==> src/boss_sprite.hex <==
// boss sprite, 8 rows of 8 twelve-bit rgb pixels, row-major from the top-left corner.
// f00 is the key colour and lets the background through.
F00 F00 A50 A50 A50 A50 F00 F00
F00 A50 FF0 A50 A50 FF0 A50 F00
A50 A50 000 A50 A50 000 A50 A50
A50 A50 A50 A50 A50 A50 A50 A50
A50 C00 C00 C00 C00 C00 C00 A50
A50 A50 FFF A50 A50 FFF A50 A50
F00 A50 A50 A50 A50 A50 A50 F00
F00 F00 A50 F00 F00 A50 F00 F00

==> src/vga_pkg.sv <==
// shared video and game definitions for the overlay renderer.
`default_nettype none

package vga_pkg;

    // 4:4:4 colour.
    typedef logic [11:0] rgb_t;
    // screen coordinate and boss position.
    typedef logic [10:0] coord_t;
    // boss hit points.
    typedef logic [6:0] hp_t;

    // 1 means a game in progress.
    typedef enum logic [1:0] {
        GAME_MENU = 2'd0,
        GAME_PLAY = 2'd1,
        GAME_OVER = 2'd2
    } game_state_e;

    // sprite geometry and transparency.
    localparam rgb_t KEY_COLOR = 12'hF00;
    localparam int   SPRITE_W  = 8;
    localparam int   SPRITE_H  = 8;

    // hit-point bar placement and colours.
    localparam int   HP_MAX    = 64;
    localparam int   BAR_X     = 4;
    localparam int   BAR_Y0    = 2;
    localparam int   BAR_Y1    = 5;
    localparam rgb_t BAR_FULL  = 12'h0F0;
    localparam rgb_t BAR_EMPTY = 12'h333;

    // wishbone word addresses.
    localparam logic [2:0] REG_STATE   = 3'd0;
    localparam logic [2:0] REG_BOSS_X  = 3'd1;
    localparam logic [2:0] REG_BOSS_Y  = 3'd2;
    localparam logic [2:0] REG_BOSS_HP = 3'd3;
    localparam logic [2:0] REG_BG      = 3'd4;

endpackage

`default_nettype wire

==> src/boss_render.sv <==
// boss sprite overlay stage, paints the 8x8 boss from rom over the pixel stream.
`timescale 1ns/1ps
`default_nettype none

module boss_render (
    input  logic                 clk,
    input  logic                 rst_n,
    input  vga_pkg::game_state_e game_state,
    input  vga_pkg::coord_t      boss_x,
    input  vga_pkg::coord_t      boss_y,
    input  vga_pkg::hp_t         boss_hp,
    input  vga_pkg::coord_t      hcount_in,
    input  vga_pkg::coord_t      vcount_in,
    input  logic                 hsync_in,
    input  logic                 vsync_in,
    input  logic                 blank_in,
    input  vga_pkg::rgb_t        rgb_in,
    output vga_pkg::coord_t      hcount_out,
    output vga_pkg::coord_t      vcount_out,
    output logic                 hsync_out,
    output logic                 vsync_out,
    output logic                 blank_out,
    output vga_pkg::rgb_t        rgb_out,
    output logic                 boss_alive
);

    localparam int ROM_DEPTH = vga_pkg::SPRITE_W * vga_pkg::SPRITE_H;
    localparam int ROM_AW    = $clog2(ROM_DEPTH);

    vga_pkg::rgb_t   boss_rom [0:ROM_DEPTH-1];
    vga_pkg::coord_t rel_x;
    vga_pkg::coord_t rel_y;
    vga_pkg::coord_t rom_idx;
    vga_pkg::rgb_t   rom_pix;
    vga_pkg::rgb_t   rgb_nxt;
    logic            in_box;
    logic            alive_nxt;

    initial $readmemh("/design/src/boss_sprite.hex", boss_rom);

    // position relative to the top-left corner of the box.
    // sprite is centred, so the corner is 4 back on each axis.
    assign rel_x   = hcount_in - boss_x + vga_pkg::coord_t'(vga_pkg::SPRITE_W / 2);
    assign rel_y   = vcount_in - boss_y + vga_pkg::coord_t'(vga_pkg::SPRITE_H / 2);
    assign in_box  = (rel_x < vga_pkg::coord_t'(vga_pkg::SPRITE_W)) &&
                     (rel_y < vga_pkg::coord_t'(vga_pkg::SPRITE_H));
    // row-major rom index.
    assign rom_idx = vga_pkg::coord_t'(rel_y * vga_pkg::SPRITE_W + rel_x);
    assign rom_pix = boss_rom[rom_idx[ROM_AW-1:0]];

    // alive only while playing with hit points left.
    assign alive_nxt = (game_state == vga_pkg::GAME_PLAY) && (boss_hp != '0);

    always_comb begin
        rgb_nxt = rgb_in;
        // key colour lets the background through.
        if (alive_nxt && !blank_in && in_box && (rom_pix != vga_pkg::KEY_COLOR)) begin
            rgb_nxt = rom_pix;
        end
    end

    // one stage of delay on the whole stream.
    always_ff @(posedge clk or negedge rst_n) begin
        if (!rst_n) begin
            hcount_out <= '0;
            vcount_out <= '0;
            hsync_out  <= 1'b0;
            vsync_out  <= 1'b0;
            blank_out  <= 1'b1;
            boss_alive <= 1'b0;
        end else begin
            hcount_out <= hcount_in;
            vcount_out <= vcount_in;
            hsync_out  <= hsync_in;
            vsync_out  <= vsync_in;
            blank_out  <= blank_in;
            boss_alive <= alive_nxt;
        end
    end

    // pixel colour.
    always_ff @(posedge clk) begin
        rgb_out <= rgb_nxt;
    end

    // box decode must map into the sprite rom.
    assert property (@(posedge clk) disable iff (!rst_n)
        in_box |-> (rom_idx < vga_pkg::coord_t'(ROM_DEPTH)))
        else $error("sprite rom index %0d out of range", rom_idx);

endmodule

`default_nettype wire

==> src/game_regs.sv <==
// wishbone classic slave holding the game state and boss registers.
`timescale 1ns/1ps
`default_nettype none

module game_regs (
    input  logic                  clk,
    input  logic                  rst_n,
    input  logic                  cyc,
    input  logic                  stb,
    input  logic                  we,
    input  logic [2:0]            adr,
    input  logic [15:0]           dat_w,
    output logic [15:0]           dat_r,
    output logic                  ack,
    output vga_pkg::game_state_e  game_state,
    output vga_pkg::coord_t       boss_x,
    output vga_pkg::coord_t       boss_y,
    output vga_pkg::hp_t          boss_hp,
    output vga_pkg::rgb_t         bg_color
);

    logic        req;
    logic [15:0] rd_data;

    // new transfer seen, ack not yet given.
    assign req = cyc && stb && !ack;

    // read mux, zero extended.
    always_comb begin
        case (adr)
            vga_pkg::REG_STATE:   rd_data = 16'(game_state);
            vga_pkg::REG_BOSS_X:  rd_data = 16'(boss_x);
            vga_pkg::REG_BOSS_Y:  rd_data = 16'(boss_y);
            vga_pkg::REG_BOSS_HP: rd_data = 16'(boss_hp);
            vga_pkg::REG_BG:      rd_data = 16'(bg_color);
            default:              rd_data = '0;
        endcase
    end

    // writes land on the edge that raises ack.
    always_ff @(posedge clk or negedge rst_n) begin
        if (!rst_n) begin
            ack        <= 1'b0;
            game_state <= vga_pkg::GAME_MENU;
            boss_x     <= '0;
            boss_y     <= '0;
            boss_hp    <= '0;
            bg_color   <= '0;
        end else begin
            ack <= req;
            if (req && we) begin
                case (adr)
                    vga_pkg::REG_STATE:   game_state <= vga_pkg::game_state_e'(dat_w[1:0]);
                    vga_pkg::REG_BOSS_X:  boss_x     <= dat_w[10:0];
                    vga_pkg::REG_BOSS_Y:  boss_y     <= dat_w[10:0];
                    // clip to a full bar.
                    vga_pkg::REG_BOSS_HP: boss_hp    <= (dat_w > 16'(vga_pkg::HP_MAX)) ?
                                                        vga_pkg::hp_t'(vga_pkg::HP_MAX) :
                                                        dat_w[6:0];
                    vga_pkg::REG_BG:      bg_color   <= dat_w[11:0];
                    default:              ;
                endcase
            end
        end
    end

    // read data goes out with ack.
    always_ff @(posedge clk) begin
        if (req) begin
            dat_r <= rd_data;
        end
    end

    // single-cycle ack, even with stb still held.
    assert property (@(posedge clk) disable iff (!rst_n)
        (ack && stb) |=> !ack)
        else $error("ack held for two cycles");

endmodule

`default_nettype wire

==> src/game_render_top.sv <==
// game overlay top, registers, timing, background fill and two render stages.
`timescale 1ns/1ps
`default_nettype none

module game_render_top #(
    parameter int H_ACTIVE     = 800,
    parameter int H_TOTAL      = 1056,
    parameter int H_SYNC_START = 840,
    parameter int H_SYNC_END   = 968,
    parameter int V_ACTIVE     = 600,
    parameter int V_TOTAL      = 628,
    parameter int V_SYNC_START = 601,
    parameter int V_SYNC_END   = 605
) (
    input  logic            clk,
    input  logic            rst_n,
    input  logic            cyc,
    input  logic            stb,
    input  logic            we,
    input  logic [2:0]      adr,
    input  logic [15:0]     dat_w,
    output logic [15:0]     dat_r,
    output logic            ack,
    output vga_pkg::coord_t hcount,
    output vga_pkg::coord_t vcount,
    output logic            hsync,
    output logic            vsync,
    output logic            blank,
    output vga_pkg::rgb_t   rgb,
    output logic            boss_alive
);

    vga_pkg::game_state_e game_state;
    vga_pkg::coord_t      boss_x;
    vga_pkg::coord_t      boss_y;
    vga_pkg::hp_t         boss_hp;
    vga_pkg::rgb_t        bg_color;

    // raw timing stream.
    vga_pkg::coord_t      t_hcount;
    vga_pkg::coord_t      t_vcount;
    logic                 t_hsync;
    logic                 t_vsync;
    logic                 t_blank;
    vga_pkg::rgb_t        t_rgb;

    // stream after the boss stage.
    vga_pkg::coord_t      s1_hcount;
    vga_pkg::coord_t      s1_vcount;
    logic                 s1_hsync;
    logic                 s1_vsync;
    logic                 s1_blank;
    vga_pkg::rgb_t        s1_rgb;

    game_regs u_regs (
        .clk        (clk),
        .rst_n      (rst_n),
        .cyc        (cyc),
        .stb        (stb),
        .we         (we),
        .adr        (adr),
        .dat_w      (dat_w),
        .dat_r      (dat_r),
        .ack        (ack),
        .game_state (game_state),
        .boss_x     (boss_x),
        .boss_y     (boss_y),
        .boss_hp    (boss_hp),
        .bg_color   (bg_color)
    );

    vga_timing #(
        .H_ACTIVE     (H_ACTIVE),
        .H_TOTAL      (H_TOTAL),
        .H_SYNC_START (H_SYNC_START),
        .H_SYNC_END   (H_SYNC_END),
        .V_ACTIVE     (V_ACTIVE),
        .V_TOTAL      (V_TOTAL),
        .V_SYNC_START (V_SYNC_START),
        .V_SYNC_END   (V_SYNC_END)
    ) u_timing (
        .clk    (clk),
        .rst_n  (rst_n),
        .hcount (t_hcount),
        .vcount (t_vcount),
        .hsync  (t_hsync),
        .vsync  (t_vsync),
        .blank  (t_blank)
    );

    // background, black in blanking.
    // stages only draw on visible pixels, so this holds to the output.
    assign t_rgb = t_blank ? vga_pkg::rgb_t'(0) : bg_color;

    boss_render u_boss (
        .clk        (clk),
        .rst_n      (rst_n),
        .game_state (game_state),
        .boss_x     (boss_x),
        .boss_y     (boss_y),
        .boss_hp    (boss_hp),
        .hcount_in  (t_hcount),
        .vcount_in  (t_vcount),
        .hsync_in   (t_hsync),
        .vsync_in   (t_vsync),
        .blank_in   (t_blank),
        .rgb_in     (t_rgb),
        .hcount_out (s1_hcount),
        .vcount_out (s1_vcount),
        .hsync_out  (s1_hsync),
        .vsync_out  (s1_vsync),
        .blank_out  (s1_blank),
        .rgb_out    (s1_rgb),
        .boss_alive (boss_alive)
    );

    // registered alive flag lines up with the stage 1 pixel.
    hp_bar_render u_hp_bar (
        .clk        (clk),
        .rst_n      (rst_n),
        .boss_hp    (boss_hp),
        .boss_alive (boss_alive),
        .hcount_in  (s1_hcount),
        .vcount_in  (s1_vcount),
        .hsync_in   (s1_hsync),
        .vsync_in   (s1_vsync),
        .blank_in   (s1_blank),
        .rgb_in     (s1_rgb),
        .hcount_out (hcount),
        .vcount_out (vcount),
        .hsync_out  (hsync),
        .vsync_out  (vsync),
        .blank_out  (blank),
        .rgb_out    (rgb)
    );

endmodule

`default_nettype wire

==> src/hp_bar_render.sv <==
// hit-point bar overlay stage, paints the boss bar near the top of the frame.
`timescale 1ns/1ps
`default_nettype none

module hp_bar_render (
    input  logic            clk,
    input  logic            rst_n,
    input  vga_pkg::hp_t    boss_hp,
    input  logic            boss_alive,
    input  vga_pkg::coord_t hcount_in,
    input  vga_pkg::coord_t vcount_in,
    input  logic            hsync_in,
    input  logic            vsync_in,
    input  logic            blank_in,
    input  vga_pkg::rgb_t   rgb_in,
    output vga_pkg::coord_t hcount_out,
    output vga_pkg::coord_t vcount_out,
    output logic            hsync_out,
    output logic            vsync_out,
    output logic            blank_out,
    output vga_pkg::rgb_t   rgb_out
);

    vga_pkg::coord_t bar_col;
    logic            in_rows;
    logic            in_cols;
    vga_pkg::rgb_t   rgb_nxt;

    // column within the bar, wraps high left of BAR_X.
    assign bar_col = hcount_in - vga_pkg::coord_t'(vga_pkg::BAR_X);
    assign in_rows = (vcount_in >= vga_pkg::coord_t'(vga_pkg::BAR_Y0)) &&
                     (vcount_in <= vga_pkg::coord_t'(vga_pkg::BAR_Y1));
    assign in_cols = (hcount_in >= vga_pkg::coord_t'(vga_pkg::BAR_X)) &&
                     (bar_col < vga_pkg::coord_t'(vga_pkg::HP_MAX));

    always_comb begin
        rgb_nxt = rgb_in;
        // bar sits on top of the boss.
        if (boss_alive && !blank_in && in_rows && in_cols) begin
            if (bar_col < vga_pkg::coord_t'(boss_hp)) begin
                rgb_nxt = vga_pkg::BAR_FULL;
            end else begin
                rgb_nxt = vga_pkg::BAR_EMPTY;
            end
        end
    end

    // second stage of delay.
    always_ff @(posedge clk or negedge rst_n) begin
        if (!rst_n) begin
            hcount_out <= '0;
            vcount_out <= '0;
            hsync_out  <= 1'b0;
            vsync_out  <= 1'b0;
            blank_out  <= 1'b1;
        end else begin
            hcount_out <= hcount_in;
            vcount_out <= vcount_in;
            hsync_out  <= hsync_in;
            vsync_out  <= vsync_in;
            blank_out  <= blank_in;
        end
    end

    always_ff @(posedge clk) begin
        rgb_out <= rgb_nxt;
    end

endmodule

`default_nettype wire

==> src/vga_timing.sv <==
// vga timing generator, scans a parameterised frame with sync and blanking.
`timescale 1ns/1ps
`default_nettype none

module vga_timing #(
    parameter int H_ACTIVE     = 800,
    parameter int H_TOTAL      = 1056,
    parameter int H_SYNC_START = 840,
    parameter int H_SYNC_END   = 968,
    parameter int V_ACTIVE     = 600,
    parameter int V_TOTAL      = 628,
    parameter int V_SYNC_START = 601,
    parameter int V_SYNC_END   = 605
) (
    input  logic            clk,
    input  logic            rst_n,
    output vga_pkg::coord_t hcount,
    output vga_pkg::coord_t vcount,
    output logic            hsync,
    output logic            vsync,
    output logic            blank
);

    vga_pkg::coord_t h_nxt;
    vga_pkg::coord_t v_nxt;

    // next position, line wrap then frame wrap.
    always_comb begin
        h_nxt = hcount + 1'b1;
        v_nxt = vcount;
        if (hcount == vga_pkg::coord_t'(H_TOTAL - 1)) begin
            h_nxt = '0;
            if (vcount == vga_pkg::coord_t'(V_TOTAL - 1)) begin
                v_nxt = '0;
            end else begin
                v_nxt = vcount + 1'b1;
            end
        end
    end

    // sync and blank decoded from the next position.
    // so they line up with the registered counters.
    always_ff @(posedge clk or negedge rst_n) begin
        if (!rst_n) begin
            hcount <= '0;
            vcount <= '0;
            hsync  <= 1'b0;
            vsync  <= 1'b0;
            blank  <= 1'b1;
        end else begin
            hcount <= h_nxt;
            vcount <= v_nxt;
            hsync  <= (h_nxt >= vga_pkg::coord_t'(H_SYNC_START)) &&
                      (h_nxt <  vga_pkg::coord_t'(H_SYNC_END));
            vsync  <= (v_nxt >= vga_pkg::coord_t'(V_SYNC_START)) &&
                      (v_nxt <  vga_pkg::coord_t'(V_SYNC_END));
            blank  <= (h_nxt >= vga_pkg::coord_t'(H_ACTIVE)) ||
                      (v_nxt >= vga_pkg::coord_t'(V_ACTIVE));
        end
    end

    // line counter stays inside the frame.
    assert property (@(posedge clk) disable iff (!rst_n)
        hcount < vga_pkg::coord_t'(H_TOTAL))
        else $error("hcount %0d beyond line length", hcount);

endmodule

`default_nettype wire

==> config.mk <==
export PLATFORM = sky130hd
export DESIGN_NAME = game_render_top
export DESIGN_NICKNAME = d
export VERILOG_FILES = /design/src/vga_pkg.sv /design/src/boss_render.sv /design/src/game_regs.sv /design/src/game_render_top.sv /design/src/hp_bar_render.sv /design/src/vga_timing.sv
export SDC_FILE = /design/constraint.sdc
export NUM_CORES = 1
export LEC_CHECK = 0
export BUFFER_PORTS_ARGS = -buffer_cell sky130_fd_sc_hd__buf_2
export CORE_MARGIN = 3
export CORE_UTILIZATION = 60
export CTS_CLUSTER_DIAMETER = 50
export DETAILED_ROUTE_END_ITERATION = 10
export PLACE_DENSITY = 0.83
export SETUP_SLACK_MARGIN = 0.02
export SYNTH_ARGS = -nofsm -noshare
export SYNTH_HDL_FRONTEND = slang
export SYNTH_SLANG_ARGS = --single-unit
==> constraint.sdc <==
create_clock -name clk -period 4.9 [get_ports clk]
set_input_delay 0.49 -clock clk [delete_from_list [all_inputs] [get_ports clk]]
set_output_delay 0.49 -clock clk [all_outputs]
set_load 0.05 [all_outputs]
# After elaboration in Yosys (flattened, before gate mapping)
# Index checks and enable logic that the tools add are counted.
dict set report op_classes {
  addsub 7
  eq_ne 8
  mux 9
  n_reduce_logical 26
  order_cmp 14
}
# cell count
set op_table {}
lappend op_table {{$pmux 12 s5} 1}
lappend op_table {{$ge 11x10->1 const B} 4}
lappend op_table {{$mux 12} 3}
lappend op_table {{$mux 11} 3}
lappend op_table {{$add 11x1->11 const B} 2}
lappend op_table {{$add 11x3->11 const B} 2}
lappend op_table {{$lt 11x10->1 const B} 2}
lappend op_table {{$lt 11x4->1 const B} 2}
lappend op_table {{$sub 11x11->11} 2}
lappend op_table {{$gt 16x7->1 const B} 1}
lappend op_table {{$logic_and 1x1->1} 15}
lappend op_table {{$ne 12x12->1 const AB} 1}
lappend op_table {{$eq 11x10->1 const B} 1}
lappend op_table {{$eq 11x11->1 const B} 1}
lappend op_table {{$ge 11x2->1 const B} 1}
lappend op_table {{$ge 11x3->1 const B} 1}
lappend op_table {{$le 11x3->1 const B} 1}
lappend op_table {{$lt 11x7->1} 1}
lappend op_table {{$lt 11x7->1 const B} 1}
lappend op_table {{$sub 11x3->11 const B} 1}
lappend op_table {{$mux 10} 1}
lappend op_table {{$reduce_and 2->1} 5}
lappend op_table {{$mux 7} 1}
lappend op_table {{$reduce_bool 7->1} 1}
lappend op_table {{other kinds (7)} 10}
dict set report word_totals {
  regBits 160
  output_inout_bits 55
  wordCells 89
}

# Longest topological paths before layout
dict set report logic_depth {
  ltp_word 7
  mapped_depth 9
  mapped_depth_nobuf 8
}

# Cells and area by module
# Synthesis repeated with hierarchy kept, for this count alone.
dict set report unflattened {
  hier_cells 482
  area_unflattened_um2 6346.1
}
# module seq_area_each_um2 cells_each n_inst area_each_um2
set by_module_without_submodules {}
lappend by_module_without_submodules {game_regs 1461.4 180 1 2513.7}
lappend by_module_without_submodules {vga_timing 626.9 146 1 1455.1}
lappend by_module_without_submodules {hp_bar_render 867.1 101 1 1330.0}
lappend by_module_without_submodules {boss_render 892.1 42 1 920.9}
lappend by_module_without_submodules {game_render_top 0.0 13 1 126.4}

# Worst setup path after synthesis
# Ideal clock, no wire load.
dict set report synth_timing {
  kind {register to register}
  from {reg u_regs.ack}
  to {reg u_regs.boss_y[0]}
  arrival_ns 2.484
  path_buffers 1
  path_slack_ns 2.292
  t_required_ns 4.775
  stages_incl_launch_ff 6
  synth_period_minus_slack_ns 2.608
  cell_sequence {dfrtp_1 -> nor2_1 -> nand2_1 -> nor3b_1 -> clkbuf_1 -> mux2_2}
}
dict set report synth_via {
  elab_chain_cells 4
}
# item line_no
set synth_rtl {}
lappend synth_rtl {{start, declared} game_regs.sv:14} ;# output logic ack,
lappend synth_rtl {{start signal, assigned} game_regs.sv:50} ;# ack <= req;
lappend synth_rtl {{$logic_not 1->1} game_regs.sv:26} ;# assign req = cyc && stb && !ack;
lappend synth_rtl {{$logic_and 1x1->1} game_regs.sv:26}
lappend synth_rtl {{via u_regs.req} game_regs.sv:22} ;# logic req;
lappend synth_rtl {{$logic_and 1x1->1} game_regs.sv:51} ;# if (req && we) begin
lappend synth_rtl {{$reduce_and 2->1 (no source line)} n/a}
lappend synth_rtl {{end signal, assigned} game_regs.sv:55} ;# vga_pkg::REG_BOSS_Y: boss_y <= dat_w[10:0];
lappend synth_rtl {{end, declared} game_regs.sv:17} ;# output vga_pkg::coord_t boss_y,
# The timed path passes the listed nets, and every way through them passes these cells.
# A chain may end at the register's enable or synchronous reset.

# Final worst setup path
dict set report layout_timing {
  from {reg u_boss.hcount_out[2]}
  to {reg u_hp_bar.rgb_out[8]}
}
dict set report layout_via {
  elab_chain_cells 5
  word_cells_on_any_way 8
  classes_between {1 x add/sub; 3 x order compare; 2 x mux; 2 x reduce/logical}
}
# item line_no
set layout_rtl {}
lappend layout_rtl {{start, declared} boss_render.sv:18} ;# output vga_pkg::coord_t hcount_out,
lappend layout_rtl {{start signal, assigned} boss_render.sv:72} ;# hcount_out <= hcount_in;
lappend layout_rtl {{$sub 11x3->11} hp_bar_render.sv:30} ;# assign bar_col = hcount_in - vga_pkg::coord_t'(vga_pkg::BAR_X);
lappend layout_rtl {{$lt 11x7->1} hp_bar_render.sv:34} ;# (bar_col < vga_pkg::coord_t'(vga_pkg::HP_MAX));
lappend layout_rtl {{$logic_and 1x1->1} hp_bar_render.sv:33} ;# assign in_cols = (hcount_in >= vga_pkg::coord_t'(vga_pkg::BAR_X)) &&
lappend layout_rtl {{$logic_and 1x1->1} hp_bar_render.sv:39} ;# if (boss_alive && !blank_in && in_rows && in_cols) begin
lappend layout_rtl {{$mux 12 *} hp_bar_render.sv:39}
lappend layout_rtl {{via u_hp_bar.rgb_nxt[8]} hp_bar_render.sv:27} ;# vga_pkg::rgb_t rgb_nxt;
lappend layout_rtl {{end signal, assigned} hp_bar_render.sv:66} ;# rgb_out <= rgb_nxt;
lappend layout_rtl {{end, declared} hp_bar_render.sv:21} ;# output vga_pkg::rgb_t rgb_out
# Mark *: on every way through the listed nets, which the timed path passes. The rest lies on a longest branch.

==> run summary <==
The flow ran to the end, and the final reports show no timing, DRC or antenna violations. The run gives 0.0437 ns as the worst hold margin. Across the run, the number of max-cap violations was 0.

The cell family contributing the most delay on the critical path is compound AO/OA/AOI/OAI gates. Number of cells on the worst reg-to-reg path: 8. The via count of the routed design is 4,191, and the total number of clock tree sinks is 156. After legalization and detailed placement, the total HPWL measured 8950 um. The final global-route overflow total was 0; the actual transition at the worst max-transition pin was 1.23 ns. For this block, the routed nets add up to 13,100 um of wire. For this block, the initial DRC count from the detailed router was 259. The number of antenna-violating nets in the routed design was 0. The summed instance area of the synthesized netlist is 6230 um2. The post-CTS setup buffer count was 0; the peak per-stage delay on the critical path was 0.90 ns. Post-CTS repair changed the size of 0 cells. The average routed wire per standard cell was 18.3 um.

The netlist uses 63 different library cells. Adding up every negative setup slack in the final design gives 0 ns. The share of final-layout standard cells stronger than drive strength 1 is 0.288, and the y dimension of the die is 108 um. The number of nets in the layout is 604, and the async set or reset register ratio after synthesis is 0.769. The run gives 2.03 ns as the register-to-register setup slack. The number of endpoints with negative hold slack in the final report was 0; the critical path arrival was 3.29 ns. The start point of the critical path is u_boss.hcount_out[2]. The worst setup path is captured at a flip-flop.

OpenSTA, run right after detailed placement, puts the worst setup slack at 1.98 ns. The tools report the clock latency reported for the late side of the worst-skew pair as 0.53 ns. The slowest stage of the critical path belongs to the cell sky130_fd_sc_hd__a2111oi_2. The clock tree skew after final layout was 0.0121 ns. The number of antenna violations at the first check in global routing was 0.

Type of the worst min-delay path: primary input to async pin. The first global-routing pass estimated 20,900 um of wire. The initial standard-cell utilization of the core came out at 0.626.

The startpoint identified for the worst register-to-register timing path is u_boss.hcount_out[2]. The number of storage elements in the synthesis netlist came out at 156. Most common cell type on the critical path: sky130_fd_sc_hd__o21bai_1.

During synthesis, Yosys emitted a total of 0 warnings. The number of standard cells after synthesis is 493. The via-per-instance ratio is 5.85. Max-slew headroom at the worst pin: 0.181.

The leading register cell type out of synthesis is sky130_fd_sc_hd__dfrtp_1. Setup violations remaining at the end of the flow were counted as 0. Including well taps, the total number of placed cells is 684. In this run, CTS created clock tree buffers numbering 17.

For this run, the detailed router's first-pass iteration total came to 5. The horizontal die dimension is 108 um, and the largest net degree at the start of global routing is 65. The sequential element share of the synthesized area is 0.617, and the total of hold buffers inserted after clock tree synthesis is 0.

The clock edge transition at the registers on the reported setup and hold paths was 0.06 ns; the level count of the clock H-tree was 4. Relative to the synthesized area, the layout overhead comes to 16.6%. The smallest setup slack after layout came out at 2.03 ns. The number of global-route vias before repair came out at 4,108. Pin placement for this block handled 79 I/O pins. The DRC violations left was 0; the final worst-path cycle share was 0.586.

The worst path needs 2.87 ns of the cycle, external delays included. The highest achievable clock rate came out at 348 MHz. Walking the worst path, the cells encountered are inv_1 > ha_1 > o21bai_1 > a21oi_1 > o21bai_1 > a2111oi_2 > o211ai_1 > o21a_1. The areal power density over the cells works out to 409 nW/um2. The all-layer global routing usage is 0.238. The critical path data required time was 5.31 ns. The tools report the static leakage as 3.35 nW. The worst setup path is of the flip-flop to flip-flop kind. The number of buffers inserted by port buffering works out to 74.

Excluding fillers, the count of instances in the completed layout stands at 716. The root buffer cell chosen for the clock tree is sky130_fd_sc_hd__clkbuf_8. The buffers plus inverters on the worst setup path is 1, and the mean area per synthesized cell is 12.6 um2. The count of pins over their slew limit was 0; the total die area was 11,600 um2. The number of diodes came out at 0. TritonCTS built the clock tree.

The weighted congestion reported at the end of routability-driven placement is 0.889. Counting flops with a built-in enable in the synthesized netlist gives 12. The initialized floorplan defines 36 standard-cell rows.

Worst flop-to-flop path endpoint: u_hp_bar.rgb_out[8]. The worst-case vdd ir drop came out at 247 uV. The worst setup path is launched from a flip-flop.

Setup repair after global routing left no endpoint under its margin. The highest fanout seen on the critical path is 13, and the number of buffers on the longest clock path is 2. The area inside the core boundary came out at 9950 um2.
Yosys cell counts, types with 7 or more instances:
cell / count / area (um2)
sky130_fd_sc_hd__a22oi_1: 10 / 75.1
sky130_fd_sc_hd__clkbuf_1: 10 / 37.5
sky130_fd_sc_hd__dfrtp_1: 117 / 2930
sky130_fd_sc_hd__dfxtp_1: 24 / 480
sky130_fd_sc_hd__edfxtp_1: 12 / 360
sky130_fd_sc_hd__ha_1: 10 / 125
sky130_fd_sc_hd__inv_1: 20 / 75.1
sky130_fd_sc_hd__mux2_2: 44 / 495
sky130_fd_sc_hd__nand2_1: 28 / 105
sky130_fd_sc_hd__nand3_1: 12 / 60.1
sky130_fd_sc_hd__nand4_1: 7 / 43.8
sky130_fd_sc_hd__nor2_1: 15 / 56.3
sky130_fd_sc_hd__nor2b_1: 20 / 125
sky130_fd_sc_hd__nor3_1: 13 / 65.1
sky130_fd_sc_hd__o21a_1: 8 / 60.1
sky130_fd_sc_hd__o21ai_0: 24 / 120
sky130_fd_sc_hd__xnor2_1: 11 / 96.3
sky130_fd_sc_hd__xor2_1: 8 / 70.1
layer usage:
metal  global-route usage  share of wire  wire, um
met1                0.324           0.44      5710
met5                    0              0         0
met4               0.0839          0.017       225
met3               0.0576          0.053       700
met2                0.377           0.49      6460
power breakdown:
part | leakage [nW] | total, mW | switching (mW) | internal [mW]
Clock | 0.289 | 1.24 | 0.499 | 0.744
Combinational | 1.17 | 0.281 | 0.181 | 0.101
Sequential | 1.89 | 1.45 | 0.0470 | 1.40
Total | 3.35 | 2.97 | 0.727 | 2.24
cell families (layout without fill, tap and decap cells):
logic type | after synthesis | in the layout | synth area share
fa+ha+maj | 10 | 10 | 0.0201
mux | 49 | 49 | 0.0876
compound gates | 78 | 78 | 0.0884
xor+xnor | 19 | 19 | 0.0267
other cells | 1 | 4 | 0.000602
simple gates | 137 | 137 | 0.128
buf+inv | 43 | 130 | 0.0313
flops | 156 | 156 | 0.617
placed cells by master, fill, tap and decap left out, types with 4 or more instances in the layout:
master                      instances
sky130_fd_sc_hd__nor2b_1           20
sky130_fd_sc_hd__nor4_1             6
sky130_fd_sc_hd__nor3b_1            4
sky130_fd_sc_hd__a22oi_1           10
sky130_fd_sc_hd__conb_1             4
sky130_fd_sc_hd__buf_4              5
sky130_fd_sc_hd__a21oi_1            6
sky130_fd_sc_hd__xor2_1             8
sky130_fd_sc_hd__nor2_1            15
sky130_fd_sc_hd__edfxtp_1          12
sky130_fd_sc_hd__dfrtp_1          117
sky130_fd_sc_hd__nand2_1           28
sky130_fd_sc_hd__xnor2_1           11
sky130_fd_sc_hd__nor3_1            13
sky130_fd_sc_hd__o21ai_0           24
sky130_fd_sc_hd__nand4_1            7
sky130_fd_sc_hd__buf_2             73
sky130_fd_sc_hd__inv_1             20
sky130_fd_sc_hd__o21a_1             8
sky130_fd_sc_hd__dfxtp_1           24
sky130_fd_sc_hd__a22o_1             6
sky130_fd_sc_hd__clkbuf_16         19
sky130_fd_sc_hd__mux2i_1            5
sky130_fd_sc_hd__mux2_2            44
sky130_fd_sc_hd__a211o_1            4
sky130_fd_sc_hd__nand3_1           12
sky130_fd_sc_hd__ha_1              10
area by class of cell:
class,instances,area (um2)
sequential,156,3850
fill,661,2690
multi-input combinational,297,2200
clock buffer,25,528
timing repair buffer,78,403
tap,133,166
inverter,20,75.1
clock inverter,7,48.8
how the worst max path moves through the flow:
stage,to,cells after the start
after global routing,u_hp_bar.rgb_out[8],8
after global placement,u_hp_bar.rgb_out[0],8
final,u_hp_bar.rgb_out[8],8
after detailed placement,u_hp_bar.rgb_out[8],8
after floorplan,u_regs.boss_y[0],5
after CTS,u_hp_bar.rgb_out[8],8
stage by stage:
step	utilization	total power, mW	area [um2]
CTS	0.730	2.99	7270
finish	0.730	2.97	7270
floorplan	-	1.66	6240
detailed placement	0.672	1.75	6690
global placement	0.672	1.74	6690
global route	0.730	3.07	7270
sequential cells by signal (all words and copies together), names as in the netlist, 2 cells and up:
register	cells
u_timing.vcount	11
u_boss.vcount_out	11
u_hp_bar.vcount_out	11
u_timing.hcount	11
u_boss.hcount_out	11
u_regs.boss_y	11
u_regs.boss_x	11
u_regs.boss_hp	7
u_hp_bar.hcount_out	11
u_boss.rgb_out	12
u_hp_bar.rgb_out	12
u_regs.dat_r	12
u_regs.bg_color	12
u_regs.game_state	2
(Power assumes the default switching activity.)
